$ cat src/source/ulaPkg.sv
`default_nettype none

package ulaPkg;

   ////////////////////
   // Raster geometry

   // Clocks per line and lines per frame
   localparam int hTotal = 448;
   localparam int vTotal = 312;

   // Paper area
   localparam int paperWidth = 256;
   localparam int paperHeight = 192;

   // Frame interrupt window
   localparam int intLine = 248;
   localparam int intLength = 32;

   // Paper column x shows up at hCount = x + pixelLead
   localparam int pixelLead = 16;

   ////////////////////
   // Port addresses

   localparam logic [15:0] portUlaPlusReg = 16'hBF3B;
   localparam logic [15:0] portUlaPlusData = 16'hFF3B;

   ////////////////////
   // Types

   typedef logic [8:0] vCount_t;
   // GGGRRRBBB
   typedef logic [8:0] colour9_t;
   typedef logic [5:0] paletteIndex_t;
   // GGGRRRBB
   typedef logic [7:0] paletteEntry_t;

   // Fetch slot phases
   typedef enum logic [2:0] {
      idle,
      bitmapAddr,
      bitmapLoad,
      attrAddr,
      attrLoad
   } fetchPhase_e;

endpackage

`default_nettype wire

$ cat src/source/paletteIf.sv
`timescale 1ns/1ps
`default_nettype none

interface paletteIf
   import ulaPkg::*;
();

   // Driven by the client
   logic req;
   logic write;
   paletteIndex_t addr;
   paletteEntry_t wdata;

   // Driven by the arbiter
   logic grant;
   // Valid one cycle after grant
   paletteEntry_t rdata;

   modport client (output req, write, addr, wdata, input grant, rdata);
   modport arbiter (input req, write, addr, wdata, output grant, rdata);

endinterface

`default_nettype wire

$ cat src/source/ulaRasterTiming.sv
`timescale 1ns/1ps
`default_nettype none

module ulaRasterTiming
   import ulaPkg::*;
#(
   parameter int hTotal = ulaPkg::hTotal,
   parameter int vTotal = ulaPkg::vTotal
) (
   input wire logic clk7,
   input wire logic rst_n,
   output vCount_t hCount,
   output vCount_t vCount,
   output logic hsync,
   output logic vsync,
   output logic intN
);

   // Sync positions inside the blanking regions
   localparam int hSyncStart = 344;
   localparam int hSyncLength = 32;
   localparam int vSyncStart = 248;
   localparam int vSyncLength = 4;

   ////////////////////
   // Counters

   always_ff @(posedge clk7) begin
      if (!rst_n) begin
         hCount <= '0;
         vCount <= '0;
      end else if (hCount == vCount_t'(hTotal - 1)) begin
         hCount <= '0;
         // Line wrap steps the frame counter
         if (vCount == vCount_t'(vTotal - 1))
            vCount <= '0;
         else
            vCount <= vCount + 1'b1;
      end else begin
         hCount <= hCount + 1'b1;
      end
   end

   ////////////////////
   // Sync and interrupt

   // Active high pulses, decoded straight from the counters
   assign hsync = (hCount >= hSyncStart) && (hCount < hSyncStart + hSyncLength);
   assign vsync = (vCount >= vSyncStart) && (vCount < vSyncStart + vSyncLength);

   // Interrupt low for the first clocks of the interrupt line
   assign intN = !((vCount == intLine) && (hCount < intLength));

endmodule

`default_nettype wire

$ cat src/source/ulaVideoFetch.sv
`timescale 1ns/1ps
`default_nettype none

module ulaVideoFetch
   import ulaPkg::*;
(
   input wire logic clk7,
   input wire logic rst_n,
   input wire vCount_t hCount,
   input wire vCount_t vCount,
   input wire logic [7:0] vramData,
   output logic [13:0] vramAddr,
   output logic pixel,
   output logic [7:0] attrNext,
   output logic paperActive
);

   fetchPhase_e fetchPhase;
   logic fetchWindow;
   logic [4:0] column;
   logic [7:0] bitmapReg;
   logic [7:0] attrReg;
   logic [7:0] shifter;

   ////////////////////
   // Windows

   // Fetch runs 8 clocks ahead of the serializer
   assign fetchWindow = (hCount < paperWidth) && (vCount < paperHeight);
   assign paperActive = (hCount >= 8) && (hCount < paperWidth + 8) && (vCount < paperHeight);

   ////////////////////
   // Fetch sequencer

   // Two bitmap/attr pairs per 16-clock slot
   always_comb begin
      fetchPhase = idle;
      if (fetchWindow) begin
         case (hCount[3:0])
            4'd8, 4'd12: fetchPhase = bitmapAddr;
            4'd9, 4'd13: fetchPhase = bitmapLoad;
            4'd10, 4'd14: fetchPhase = attrAddr;
            4'd11, 4'd15: fetchPhase = attrLoad;
            default: fetchPhase = idle;
         endcase
      end
   end

   // Column for the next cell, taken mid-cell
   always_ff @(posedge clk7) begin
      if (!rst_n)
         column <= '0;
      else if (hCount[2:0] == 3'd3)
         column <= hCount[7:3];
   end

   // Interleaved bitmap layout, attributes from 0x1800
   always_comb begin
      case (fetchPhase)
         attrAddr, attrLoad: vramAddr = {4'b0110, vCount[7:3], column};
         default: vramAddr = {1'b0, vCount[7:6], vCount[2:0], vCount[5:3], column};
      endcase
   end

   ////////////////////
   // Data registers

   always_ff @(posedge clk7) begin
      if (fetchPhase == bitmapLoad)
         bitmapReg <= vramData;
      if (fetchPhase == attrLoad)
         attrReg <= vramData;
   end

   assign attrNext = attrReg;

   // One pixel per clock, zeros shifted in past the last cell
   always_ff @(posedge clk7) begin
      if (!rst_n)
         shifter <= '0;
      else if (paperActive && (hCount[2:0] == 3'd4))
         shifter <= bitmapReg;
      else
         shifter <= {shifter[6:0], 1'b0};
   end

   assign pixel = shifter[7];

endmodule

`default_nettype wire

$ cat src/source/ulaPaletteArbiter.sv
`timescale 1ns/1ps
`default_nettype none

module ulaPaletteArbiter
   import ulaPkg::*;
(
   input wire logic clk7,
   input wire logic rst_n,
   paletteIf.arbiter videoPal,
   paletteIf.arbiter cpuPal
);

   // 64 GGGRRRBB entries
   paletteEntry_t paletteMem [64];

   paletteIndex_t selAddr;
   paletteEntry_t selWdata;
   logic selWrite;
   paletteEntry_t videoQ;
   paletteEntry_t cpuQ;

   ////////////////////
   // Grant

   // Video has fixed priority, CPU takes the gaps
   assign videoPal.grant = videoPal.req;
   assign cpuPal.grant = cpuPal.req && !videoPal.req;

   // Single port, so one address per clock
   always_comb begin
      if (videoPal.req) begin
         selAddr = videoPal.addr;
         selWdata = videoPal.wdata;
         selWrite = videoPal.write;
      end else begin
         selAddr = cpuPal.addr;
         selWdata = cpuPal.wdata;
         selWrite = cpuPal.write && cpuPal.req;
      end
   end

   ////////////////////
   // Memory

   always_ff @(posedge clk7) begin
      if (selWrite)
         paletteMem[selAddr] <= selWdata;
   end

   // Per-client read registers, each held until its next read
   always_ff @(posedge clk7) begin
      if (!rst_n) begin
         videoQ <= '0;
         cpuQ <= '0;
      end else begin
         if (videoPal.grant && !videoPal.write)
            videoQ <= paletteMem[selAddr];
         if (cpuPal.grant && !cpuPal.write)
            cpuQ <= paletteMem[selAddr];
      end
   end

   assign videoPal.rdata = videoQ;
   assign cpuPal.rdata = cpuQ;

endmodule

`default_nettype wire

$ cat src/source/ulaPixelColour.sv
`timescale 1ns/1ps
`default_nettype none

module ulaPixelColour
   import ulaPkg::*;
(
   input wire logic clk7,
   input wire logic rst_n,
   input wire vCount_t hCount,
   input wire vCount_t vCount,
   input wire logic pixel,
   input wire logic [7:0] attrNext,
   input wire logic paperActive,
   input wire logic [2:0] border,
   input wire logic ulaPlusEnabled,
   paletteIf.client videoPal,
   output logic [2:0] r,
   output logic [2:0] g,
   output logic [2:0] b
);

   // Cell attribute and palette entries move to the output stage here
   localparam logic [2:0] latchPhase = 3'((pixelLead - 2) % 8);
   // Paper entry first, ink entry lands on rdata in the latch cycle
   localparam logic [2:0] paperReqPhase = latchPhase - 3'd2;
   localparam logic [2:0] inkReqPhase = latchPhase - 3'd1;

   logic inPaper;
   logic [7:0] effAttr;
   logic paperGrantQ;
   paletteEntry_t paperHold;
   paletteEntry_t paperEntry;
   paletteEntry_t inkEntry;
   logic [7:0] attrQ;
   logic pixelQ1;
   logic pixelQ2;
   logic [3:0] stdIgrb;
   paletteEntry_t plusEntry;
   colour9_t finalColour;

   // IGRB to GGGRRRBBB, half level 101 and bright level 111
   function automatic colour9_t stdColour(input logic [3:0] igrb);
      logic [2:0] level;
      level = igrb[3] ? 3'b111 : 3'b101;
      return {igrb[2] ? level : 3'b000, igrb[1] ? level : 3'b000, igrb[0] ? level : 3'b000};
   endfunction

   ////////////////////
   // Effective attribute

   assign inPaper = paperActive && (vCount < paperHeight);

   // Border as paper, black ink, no bright
   assign effAttr = inPaper ? attrNext : {2'b00, border, 3'b000};

   ////////////////////
   // Palette requests

   assign videoPal.req = (hCount[2:0] == paperReqPhase) || (hCount[2:0] == inkReqPhase);
   assign videoPal.write = 1'b0;
   assign videoPal.wdata = '0;
   assign videoPal.addr = (hCount[2:0] == inkReqPhase) ?
                          {effAttr[7:6], 1'b0, effAttr[2:0]} :
                          {effAttr[7:6], 1'b1, effAttr[5:3]};

   always_ff @(posedge clk7) begin
      if (!rst_n)
         paperGrantQ <= 1'b0;
      else
         paperGrantQ <= videoPal.grant && (hCount[2:0] == paperReqPhase);
   end

   // Paper entry parked until the ink entry arrives
   always_ff @(posedge clk7) begin
      if (paperGrantQ)
         paperHold <= videoPal.rdata;
      if (hCount[2:0] == latchPhase) begin
         paperEntry <= paperHold;
         inkEntry <= videoPal.rdata;
         attrQ <= effAttr;
      end
   end

   ////////////////////
   // Pixel pipeline

   // Two stages line the serializer up with the latched cell
   always_ff @(posedge clk7) begin
      if (!rst_n) begin
         pixelQ1 <= 1'b0;
         pixelQ2 <= 1'b0;
      end else begin
         pixelQ1 <= pixel;
         pixelQ2 <= pixelQ1;
      end
   end

   assign stdIgrb = pixelQ2 ? {attrQ[6], attrQ[2:0]} : {attrQ[6], attrQ[5:3]};
   assign plusEntry = pixelQ2 ? inkEntry : paperEntry;

   // 332 widened to 333 by repeating the upper blue bit
   assign finalColour = ulaPlusEnabled ? {plusEntry, plusEntry[1]} : stdColour(stdIgrb);

   always_ff @(posedge clk7) begin
      if (!rst_n)
         {g, r, b} <= '0;
      else
         {g, r, b} <= finalColour;
   end

endmodule

`default_nettype wire

$ cat src/source/ulaIoPorts.sv
`timescale 1ns/1ps
`default_nettype none

module ulaIoPorts
   import ulaPkg::*;
(
   input wire logic clk7,
   input wire logic rst_n,
   input wire logic [15:0] addr,
   input wire logic iorqN,
   input wire logic rdN,
   input wire logic wrN,
   input wire logic [7:0] din,
   input wire logic ear,
   input wire logic [4:0] kbd,
   input wire logic issue2Keyboard,
   output logic [7:0] dout,
   output logic mic,
   output logic spk,
   output logic [2:0] border,
   output logic ulaPlusEnabled,
   paletteIf.client cpuPal
);

   logic ioWrite;
   logic ioRead;
   logic strobeQ;
   logic ioStart;
   logic selFe;
   logic selReg;
   logic selData;
   logic [6:0] paletteReg;
   logic [1:0] configReg;
   logic reqQ;
   logic writeQ;
   paletteIndex_t addrQ;
   paletteEntry_t wdataQ;
   logic earMix;

   ////////////////////
   // Decode

   assign ioWrite = !iorqN && !wrN;
   assign ioRead = !iorqN && !rdN;

   // Any even address is the ULA
   assign selFe = !addr[0];
   assign selReg = (addr == portUlaPlusReg);
   assign selData = (addr == portUlaPlusData);

   // First clock of a strobe
   always_ff @(posedge clk7) begin
      if (!rst_n)
         strobeQ <= 1'b0;
      else
         strobeQ <= ioWrite || ioRead;
   end

   assign ioStart = (ioWrite || ioRead) && !strobeQ;

   ////////////////////
   // Port registers

   always_ff @(posedge clk7) begin
      if (!rst_n) begin
         border <= 3'b010;
         mic <= 1'b0;
         spk <= 1'b0;
         paletteReg <= '0;
         configReg <= '0;
      end else if (ioWrite) begin
         if (selFe) begin
            border <= din[2:0];
            mic <= din[3];
            spk <= din[4];
         end else if (selReg) begin
            paletteReg <= din[6:0];
         end else if (selData && paletteReg[6]) begin
            configReg <= din[1:0];
         end
      end
   end

   assign ulaPlusEnabled = configReg[0];

   ////////////////////
   // Palette client

   // Request held until granted
   always_ff @(posedge clk7) begin
      if (!rst_n)
         reqQ <= 1'b0;
      else if (reqQ && cpuPal.grant)
         reqQ <= 1'b0;
      else if (ioStart && selData && !paletteReg[6])
         reqQ <= 1'b1;
   end

   always_ff @(posedge clk7) begin
      if (ioStart && selData && !paletteReg[6]) begin
         writeQ <= ioWrite;
         addrQ <= paletteReg[5:0];
         wdataQ <= din;
      end
   end

   assign cpuPal.req = reqQ;
   assign cpuPal.write = writeQ;
   assign cpuPal.addr = addrQ;
   assign cpuPal.wdata = wdataQ;

   ////////////////////
   // Read mux

   // Issue 2 keyboards also pick up mic on EAR
   assign earMix = ear ^ (issue2Keyboard ? (spk | mic) : spk);

   always_comb begin
      dout = 8'hFF;
      if (ioRead) begin
         if (selFe)
            dout = {1'b1, earMix, 1'b1, kbd};
         else if (selReg)
            dout = {1'b0, paletteReg};
         else if (selData)
            dout = paletteReg[6] ? {6'b000000, configReg} : cpuPal.rdata;
      end
   end

endmodule

`default_nettype wire

$ cat src/source/ulaTop.sv
`timescale 1ns/1ps
`default_nettype none

module ulaTop
   import ulaPkg::*;
#(
   parameter int hTotal = ulaPkg::hTotal,
   parameter int vTotal = ulaPkg::vTotal
) (
   input wire logic clk7,
   input wire logic rst_n,
   // Z80 side
   input wire logic [15:0] addr,
   input wire logic iorqN,
   input wire logic rdN,
   input wire logic wrN,
   input wire logic [7:0] din,
   output logic [7:0] dout,
   output logic intN,
   // Video RAM
   output logic [13:0] vramAddr,
   input wire logic [7:0] vramData,
   // Keyboard, tape and beeper
   input wire logic ear,
   input wire logic [4:0] kbd,
   input wire logic issue2Keyboard,
   output logic mic,
   output logic spk,
   // Video out
   output logic [2:0] r,
   output logic [2:0] g,
   output logic [2:0] b,
   output logic hsync,
   output logic vsync,
   output vCount_t hCount,
   output vCount_t vCount
);

   logic pixel;
   logic [7:0] attrNext;
   logic paperActive;
   logic [2:0] border;
   logic ulaPlusEnabled;

   // One link per palette client
   paletteIf videoPal ();
   paletteIf cpuPal ();

   ulaRasterTiming #(
      .hTotal(hTotal),
      .vTotal(vTotal)
   ) raster (
      .clk7(clk7), .rst_n(rst_n), .hCount(hCount), .vCount(vCount),
      .hsync(hsync), .vsync(vsync), .intN(intN)
   );

   ulaVideoFetch fetch (
      .clk7(clk7), .rst_n(rst_n), .hCount(hCount), .vCount(vCount),
      .vramData(vramData), .vramAddr(vramAddr), .pixel(pixel),
      .attrNext(attrNext), .paperActive(paperActive)
   );

   ulaPixelColour colour (
      .clk7(clk7), .rst_n(rst_n), .hCount(hCount), .vCount(vCount),
      .pixel(pixel), .attrNext(attrNext), .paperActive(paperActive),
      .border(border), .ulaPlusEnabled(ulaPlusEnabled), .videoPal(videoPal),
      .r(r), .g(g), .b(b)
   );

   ulaIoPorts ports (
      .clk7(clk7), .rst_n(rst_n), .addr(addr), .iorqN(iorqN), .rdN(rdN),
      .wrN(wrN), .din(din), .ear(ear), .kbd(kbd), .issue2Keyboard(issue2Keyboard),
      .dout(dout), .mic(mic), .spk(spk), .border(border),
      .ulaPlusEnabled(ulaPlusEnabled), .cpuPal(cpuPal)
   );

   ulaPaletteArbiter palette (
      .clk7(clk7), .rst_n(rst_n), .videoPal(videoPal), .cpuPal(cpuPal)
   );

endmodule

`default_nettype wire

$ cat config.mk
export PLATFORM = sky130hd
export DESIGN_NAME = ulaTop
export DESIGN_NICKNAME = d
export VERILOG_FILES = /design/src/source/ulaPkg.sv /design/src/source/paletteIf.sv /design/src/source/ulaRasterTiming.sv /design/src/source/ulaVideoFetch.sv /design/src/source/ulaPaletteArbiter.sv /design/src/source/ulaPixelColour.sv /design/src/source/ulaIoPorts.sv /design/src/source/ulaTop.sv
export SDC_FILE = /design/constraint.sdc
export NUM_CORES = 1
export LEC_CHECK = 0
export BUFFER_PORTS_ARGS = -buffer_cell sky130_fd_sc_hd__clkbuf_2
export CAP_MARGIN = 20
export CELL_PAD_IN_SITES_DETAIL_PLACEMENT = 0
export CELL_PAD_IN_SITES_GLOBAL_PLACEMENT = 1
export CORE_MARGIN = 8
export CORE_UTILIZATION = 45
export DETAILED_ROUTE_END_ITERATION = 12
export GPL_TIMING_DRIVEN = 0
export PLACE_DENSITY_LB_ADDON = 0.2
export SYNTH_ARGS = -nofsm -noshare
export SYNTH_HDL_FRONTEND = slang
export SYNTH_SLANG_ARGS = --single-unit
$ cat constraint.sdc
create_clock -name clk7 -period 6.8 [get_ports clk7]
set_input_delay 1.02 -clock clk7 [delete_from_list [all_inputs] [get_ports clk7]]
set_output_delay 1.02 -clock clk7 [all_outputs]
set_load 0.01 [all_outputs]
Word level (Yosys, flattened, before mapping)
Memories as Yosys holds them, arrays and structs flattened. A register that Yosys moved wholly into a read port is not among the register bits.
Index checks and enable logic that the tools add are counted.
{ "classes": {"reduce_logical": 36, "add_sub_neg": 2, "n_mul": 0, "n_div": 0, "shift": 0, "eq_ne": 12, "n_lt_le_gt_ge": 9, "bitwise_logic": 5, "muxes": 25} }
{ "op_table": {"columns": ["cell", "count"], "rows": [
  ["$mux W8", 9],
  ["$eq A16 B16 Y1 const B", 2],
  ["$lt A9 B9 Y1 const B", 3],
  ["$logic_and A1 B1 Y1", 19],
  ["$add A9 B1 Y9 const B", 2],
  ["$eq A9 B9 Y1 const B", 2],
  ["$lt A9 B8 Y1 const B", 2],
  ["$mux W9", 2],
  ["$mux W3", 5],
  ["$mux W13", 1],
  ["$eq A3 B3 Y1 const B", 4],
  ["$eq A3 B2 Y1 const B", 3],
  ["$eq A9 B8 Y1 const B", 1],
  ["$ge A9 B4 Y1 const B", 1],
  ["$ge A9 B8 Y1 const B", 1],
  ["$ge A9 B9 Y1 const B", 1],
  ["$lt A9 B6 Y1 const B", 1],
  ["$logic_not A1 Y1", 8],
  ["$mux W4", 2],
  ["$mux W6", 1],
  ["$reduce_or A2 Y1", 3],
  ["$mux W1", 4],
  ["$reduce_and A2 Y1", 2],
  ["$reduce_and A4 Y1", 1],
  ["other kinds (6)", 9]
]} }
{ "word_totals": {"ramBits": 512, "reg_bits": 137, "output_inout_bits": 54, "input_bits": 44, "elab_cells": 120, "rom_bits": 48, "memories": 2, "latchBits": 0} }
{ "memory_table": {"columns": ["name", "words", "word_bits", "read_ports", "rd_clocked_by_memory_dff", "wr", "line", "source"], "rows": [
  ["palette.paletteMem", 64, 8, 1, 0, 1, "ulaPaletteArbiter.sv:14", "paletteEntry_t paletteMem [64];"],
  ["(no name shown)", 16, 3, 1, 1, 0, "ulaVideoFetch.sv:39", "case (hCount[3:0])"]
]} }

Longest topological paths before layout
An unclocked memory read counts as a cell.
{ "depth": {"word_depth": 8, "depth_mapped": 17, "depth_no_buf": 12} }

By module
Synthesis repeated with hierarchy kept, for this count alone.
{ "hier_totals": {"cells_unflattened": 1741, "hier_area_um2": 26195.1} }
{ "modules_own_cells": {"columns": ["module", "seq_area_each_um2", "cells_each", "area_per_inst_um2", "n_inst"], "rows": [
  ["ulaPaletteArbiter", 15695.1, 1302, 20968.9, 1],
  ["ulaPixelColour", 1151.1, 113, 1727.9, 1],
  ["ulaIoPorts", 770.7, 124, 1362.6, 1],
  ["ulaVideoFetch", 740.7, 93, 1181.1, 1],
  ["ulaRasterTiming", 360.3, 109, 954.7, 1]
]} }

Least setup slack after synthesis
Ideal clock, no wire load.
{ "synth_timing": {"path_type": "input to register", "start": "input addr[2]", "end": "register ports.reqQ (netlist: ports.cpuPal.req)", "setup_ps": 59, "t_arrival_ps": 4237, "setup_slack_ps": 2504, "path_stages": 8, "n_path_buf": 1, "required_time_ps": 6741, "path_cell_list": "nor2_1 -> nand3_1 -> nor4_1 -> and2_0 -> clkbuf_1 -> nor4b_1 -> mux2_2 -> and2_1"} }
{ "synth_between": {"elab_chain_cells": 3} }
{ "synth_lines": {"columns": ["element", "line", "source"], "rows": [
  ["start: declaration", "ulaTop.sv:13", "input wire logic [15:0] addr,"],
  ["$eq A16 B16 Y1", "ulaIoPorts.sv:49", "assign selData = (addr == portUlaPlusData);"],
  ["$logic_and A1 B1 Y1 (2 in series)", "ulaIoPorts.sv:95", "else if (ioStart && selData && !paletteReg[6])"],
  ["end signal: assignment", "ulaIoPorts.sv:92", "reqQ <= 1'b0;"],
  ["end signal: assignment", "ulaIoPorts.sv:94", "reqQ <= 1'b0;"],
  ["end signal: assignment", "ulaIoPorts.sv:96", "reqQ <= 1'b1;"],
  ["end: declaration", "ulaIoPorts.sv:34", "logic reqQ;"]
]} }
No other way between the ends.
A chain may end at the register's enable or synchronous reset.

Worst setup path after layout
{ "layout_timing": {"start": "register raster.hCount[6]", "end": "memory palette.paletteMem[45][5] (netlist bit) (enable)"} }
{ "layout_between": {"elab_chain_cells": 7, "elab_cells_between_ends": 8, "classes_between": "order compare: 2; mux: 3; reduce/logical: 3"} }
{ "layout_lines": {"columns": ["element", "line", "source"], "rows": [
  ["start: declaration", "ulaRasterTiming.sv:12", "output vCount_t hCount,"],
  ["start signal: assignment", "ulaRasterTiming.sv:40", "hCount <= hCount + 1'b1;"],
  ["$ge A9 B4 Y1 or $lt A9 B9 Y1 (tied branches)", "ulaVideoFetch.sv:30", "assign paperActive = (hCount >= 8) && (hCount < paperWidth + 8) && (vCount < paperHeight);"],
  ["$logic_and A1 B1 Y1 (*) (2 in series)", "ulaVideoFetch.sv:30", null],
  ["$logic_and A1 B1 Y1 (*)", "ulaPixelColour.sv:51", "assign inPaper = paperActive && (vCount < paperHeight);"],
  ["$mux W8 (*)", "ulaPixelColour.sv:54", "assign effAttr = inPaper ? attrNext : {2'b00, border, 3'b000};"],
  ["$mux W4", "ulaPixelColour.sv:62", "assign videoPal.addr = (hCount[2:0] == inkReqPhase) ?"],
  ["$mux W6 (*)", "ulaPaletteArbiter.sv:31", "if (videoPal.req) begin"],
  ["end: declaration", "ulaPaletteArbiter.sv:14", null]
]} }
Every way passes the cells marked *; elsewhere a longest branch is shown, timed or not.

==> results <==
- In this run the worst path has a maximum fanout of 10.
- Across the run, the number of max-cap violations was 0.
- The clock tree from TritonCTS is built.
- The hold path depth is 0.
- The leakage power is around 10 nW.
- The number of placed instances with taps included is between 2000 and 3000.
- The overall die height is 258 um.
- The initial core utilization is roughly 45%.
- The number of gates resized after CTS was 0.
- For this design, the CTS-stage hold fixing added 0 buffers.
- The slew at the pin closest to its max-slew limit is 1.28 ns.
- The synthesized design contains roughly 650 register bits.
- In this run the cell area of the synthesized design comes to approximately 26000 um2.
- The total half-perimeter wirelength after legalization and detailed placement is slightly above 60 mm.
- The layout net count is between 2000 and 2500.
- Setup repair after global routing left no endpoint under its margin.
- Wires add up to between 90 and 100 mm.
- IR analysis of the VDD net gives a maximum drop of ~0.00019 V.
- The number of max-slew violations in the final report is 0.
- The count of cells along the worst register-to-register path is 10.
- The die is 258 um wide.
- The number of hold-slack violations in the final timing report came to 0.
- The pin count of the biggest net entering global routing is 49.
- The type of the worst setup path is register to register.
- The number of nets with antenna violations after routing is 0.
- After global routing the overflow that remains totals 0.
- After clock tree synthesis, the clock-pin slew on the worst setup and hold paths is 0.06 ns.
- The routed length per instance is ~33 um.
- The data arrival time of the worst path is ~6.4 ns.
- The H-tree was split into 3 levels.
- The type of origin of the critical path is a register.
- Clock tree synthesis inserted a total of roughly 70 buffers.
- Measured against its own limit, the worst slew margin works out to 14.8%.
- In the post-route analysis, the smallest setup slack over all paths is approximately 0.63 ns.
- The post-route non-filler standard cell count is approximately 2900.
- Dividing total power by cell area gives a power density of between 200 and 300 nW/um2.
- The first detailed-routing pass ran for 8 iterations.
- The setup-violating endpoint count in the final report is 0.
- The min-delay analysis places its worst path in the category register to register.
- The total area inside the core boundary comes to between 50000 and 60000 um2.
- The cell at the root of the clock tree is clkbuf_16.
- The number of sinks driven by the clock tree is roughly 650.
- The dominant register cell in the synthesized netlist is edfxtp_1.
- Pin placement for this block handled 98 I/O pins.
- The average instance in the mapped netlist occupies approximately 14 um2.
- The count of buffers inserted at the top-level ports is between 90 and 100.
- The final setup skew is about 0.030 ns.
- The area of the die is 66300 um2.
- The hold-critical path endpoint is colour.paperEntry[2].
- The worst hold path begins at colour.paperHold[2].
- The total nets after synthesis is ~1900.
- Timing would allow up to 0.162 GHz.
- The post-layout total power is 8.47 mW.
- After the first detailed-routing iteration, the DRC count stood at 2707.
- Timing analysis after detailed placement gives a worst setup slack of slightly above 0.9 ns.
- Of the cells placed in the final design, the portion with a size suffix greater than 1 is 17.1%.
- For this run, design rule violations remaining after detail routing come to 0.
- In the synthesized netlist, the number of instances is around 1800.
- The final-layout setup total negative slack is 0 ns.
- In the routed layout, each cell is associated on average with a via count of 6.35.
- The maximum count of clock buffers along a single path is 3.
- The routed via count is 18100.
- The endpoint of the worst-slack reg-to-reg timing path is palette.paletteMem[45][5].
- The share of async-settable or async-resettable flops after synthesis is 0%.
- The minimum setup slack among reg-to-reg paths is ~0.63 ns.
- The post-route worst hold slack is 0.416 ns.
- The worst register-to-register path begins at raster.hCount[6].
- The shortest period the worst path allows is 6.17 ns.
- The critical path starts at raster.hCount[6].
- The number of global-route vias before repair is 17400.
- The floorplan has 88 rows.
- The post-CTS setup buffer count is 0.
- The worst path uses 90.7% of the clock period.
- The initial antenna violation count is 3.
- From synthesis to final layout, the design area changed by 14.6%.
- Global routing used 27.8% of the available tracks across all layers.
- The flow ran to the end, and the final reports show no timing, DRC or antenna violations.
- The worst-skew pair later-pin latency is between 0.6 and 0.7 ns.
- For this run, the number of Yosys warnings is 0.
- At the worst endpoint, the required time is approximately 7.0 ns.
- The count of different cell masters after synthesis is about 80.
- The congestion estimate from routability-driven global placement came to between 0.9 and 1.
- The first global-routing pass estimated between 100 and 150 mm of wire.
- The worst setup path is captured at a register.
- In this run, synthesis inferred 574 flip-flops with an integrated enable.
- The post-synthesis sequential area ratio is a little under three quarters.
[sequential cells by signal, summed over array words and instances, names as in the netlist, 5 cells and up, named ones only]
| name | cells |
|---|---|
| palette.paletteMem | 512 |
| raster.vCount | 9 |
| fetch.column | 5 |
| colour.paperEntry | 8 |
| raster.hCount | 9 |
| fetch.bitmapReg | 8 |
| ports.paletteReg | 7 |
| colour.attrQ | 7 |
| fetch.shifter | 8 |
| fetch.attrNext | 8 |
| ports.cpuPal.addr | 6 |
| palette.cpuPal.rdata | 8 |
| palette.videoPal.rdata | 8 |
| colour.paperHold | 8 |
| colour.inkEntry | 8 |
| ports.cpuPal.wdata | 8 |
[Yosys cell counts, types with 7 or more instances]
cell / count / area share (%)
o21ai_0: 46 / 0.88
and3_1: 32 / 0.76
clkbuf_1: 49 / 0.70
mux2_2: 35 / 1.5
a2111oi_0: 9 / 0.30
nand2_1: 212 / 3.0
buf_2: 50 / 0.95
or2_2: 15 / 0.36
nor2b_1: 31 / 0.74
o2bb2ai_1: 15 / 0.50
mux2_1: 7 / 0.30
and2_1: 21 / 0.50
a211oi_1: 49 / 1.4
nand3_1: 40 / 0.76
buf_6: 7 / 0.30
a22oi_1: 19 / 0.54
edfxtp_1: 574 / 66
inv_1: 20 / 0.29
nor3_1: 20 / 0.38
a221oi_1: 36 / 1.2
a31oi_1: 21 / 0.50
o21a_1: 8 / 0.23
o31a_1: 7 / 0.23
nand4_1: 9 / 0.21
xor2_1: 10 / 0.33
nor2_1: 115 / 1.6
mux2i_1: 69 / 2.6
buf_4: 7 / 0.20
buf_1: 9 / 0.13
a221o_1: 12 / 0.46
a311oi_1: 16 / 0.53
dfxtp_1: 77 / 5.9
a21oi_1: 83 / 1.6
a32oi_1: 7 / 0.23
o221ai_1: 8 / 0.27
[power by group]
group | switching (mW) | total, mW | internal [mW]
clock | 1.57 | 3.62 | 2.05
combinational | 0.390 | 0.522 | 0.132
sequential | 0.00694 | 4.33 | 4.32
[critical path: stages (launching register included)]
cell and delay (ns):
dfxtp_1 0.31, buf_2 0.18, nor3_4 0.27, nand4_2 0.31, and3_4 0.31, o31ai_4 0.70, buf_2 0.65, buf_2 0.49
buf_1 0.77, nand2_1 0.75, nor2_1 1.02
[placed cells by master, fill, tap and decap left out, types with 12 or more instances in the layout]
cell | netlist | routed
mux2i_1 | 69 | 69
nand2_1 | 212 | 212
clkinv_1 | 0 | 17
and2_1 | 21 | 13
a221o_1 | 12 | 12
a211oi_1 | 49 | 49
o21ai_0 | 46 | 46
clkbuf_16 | 0 | 70
edfxtp_1 | 574 | 574
or2_2 | 15 | 15
and3_1 | 32 | 32
a21oi_1 | 83 | 82
buf_2 | 50 | 50
a22oi_1 | 19 | 19
a31oi_1 | 21 | 21
nand3_1 | 40 | 40
nor3_1 | 20 | 20
mux2_2 | 35 | 35
inv_1 | 20 | 20
a221oi_1 | 36 | 36
a311oi_1 | 16 | 16
clkbuf_1 | 49 | 66
buf_4 | 7 | 12
nor2_1 | 115 | 113
nor2b_1 | 31 | 31
dfxtp_1 | 77 | 77
clkbuf_2 | 0 | 96
o2bb2ai_1 | 15 | 15
[layer usage]
layer | GRT usage (%) | routed length [um] | up-vias
met3 | 7.78 | 11300 | 277
met5 | 0 | 27 | -
met4 | 13.4 | 5180 | 4
li1 | - | - | 7500
met1 | 35.6 | 35100 | 9005
met2 | 43.3 | 42900 | 1311
[stage by stage]
step                      instance area [um2]  util, %
after floorplan                         26200        -
after global placement                  27700     48.0
after detailed placement                28000     48.5
after CTS                               30100     52.1
after global routing                    30100     52.1
final                                   30100     52.2
[kinds of logic after synthesis]
group | synth area share [%]
mux | 4.92
buf+inv | 2.57
fa+ha+maj | 0.286
flops | 71.5
simple gates | 9.38
compound gates | 10.8
xor+xnor | 0.500
other cells | 0.0143
[layout make-up]
type	count	area, um2
fill	4862	27600
sequential	651	18800
multi-input combinational	1056	6830
clock buffer	87	1820
tap	765	957
timing repair buffer	114	738
buffer	122	599
clock inverter	35	287
inverter	20	75.1
antenna	2	5.00
[worst max path at each step]
stage / end / slack, ns
after global placement: palette.paletteMem[7][0] / 0.65
after detailed placement: palette.paletteMem[29][7] / 0.91
after CTS: palette.paletteMem[29][3] / 0.89
final: palette.paletteMem[45][5] / 0.63
after floorplan: ports.cpuPal.req / 2.50
after global routing: palette.paletteMem[37][3] / 0.74
Note: power is estimated with default switching activity, not from simulation.
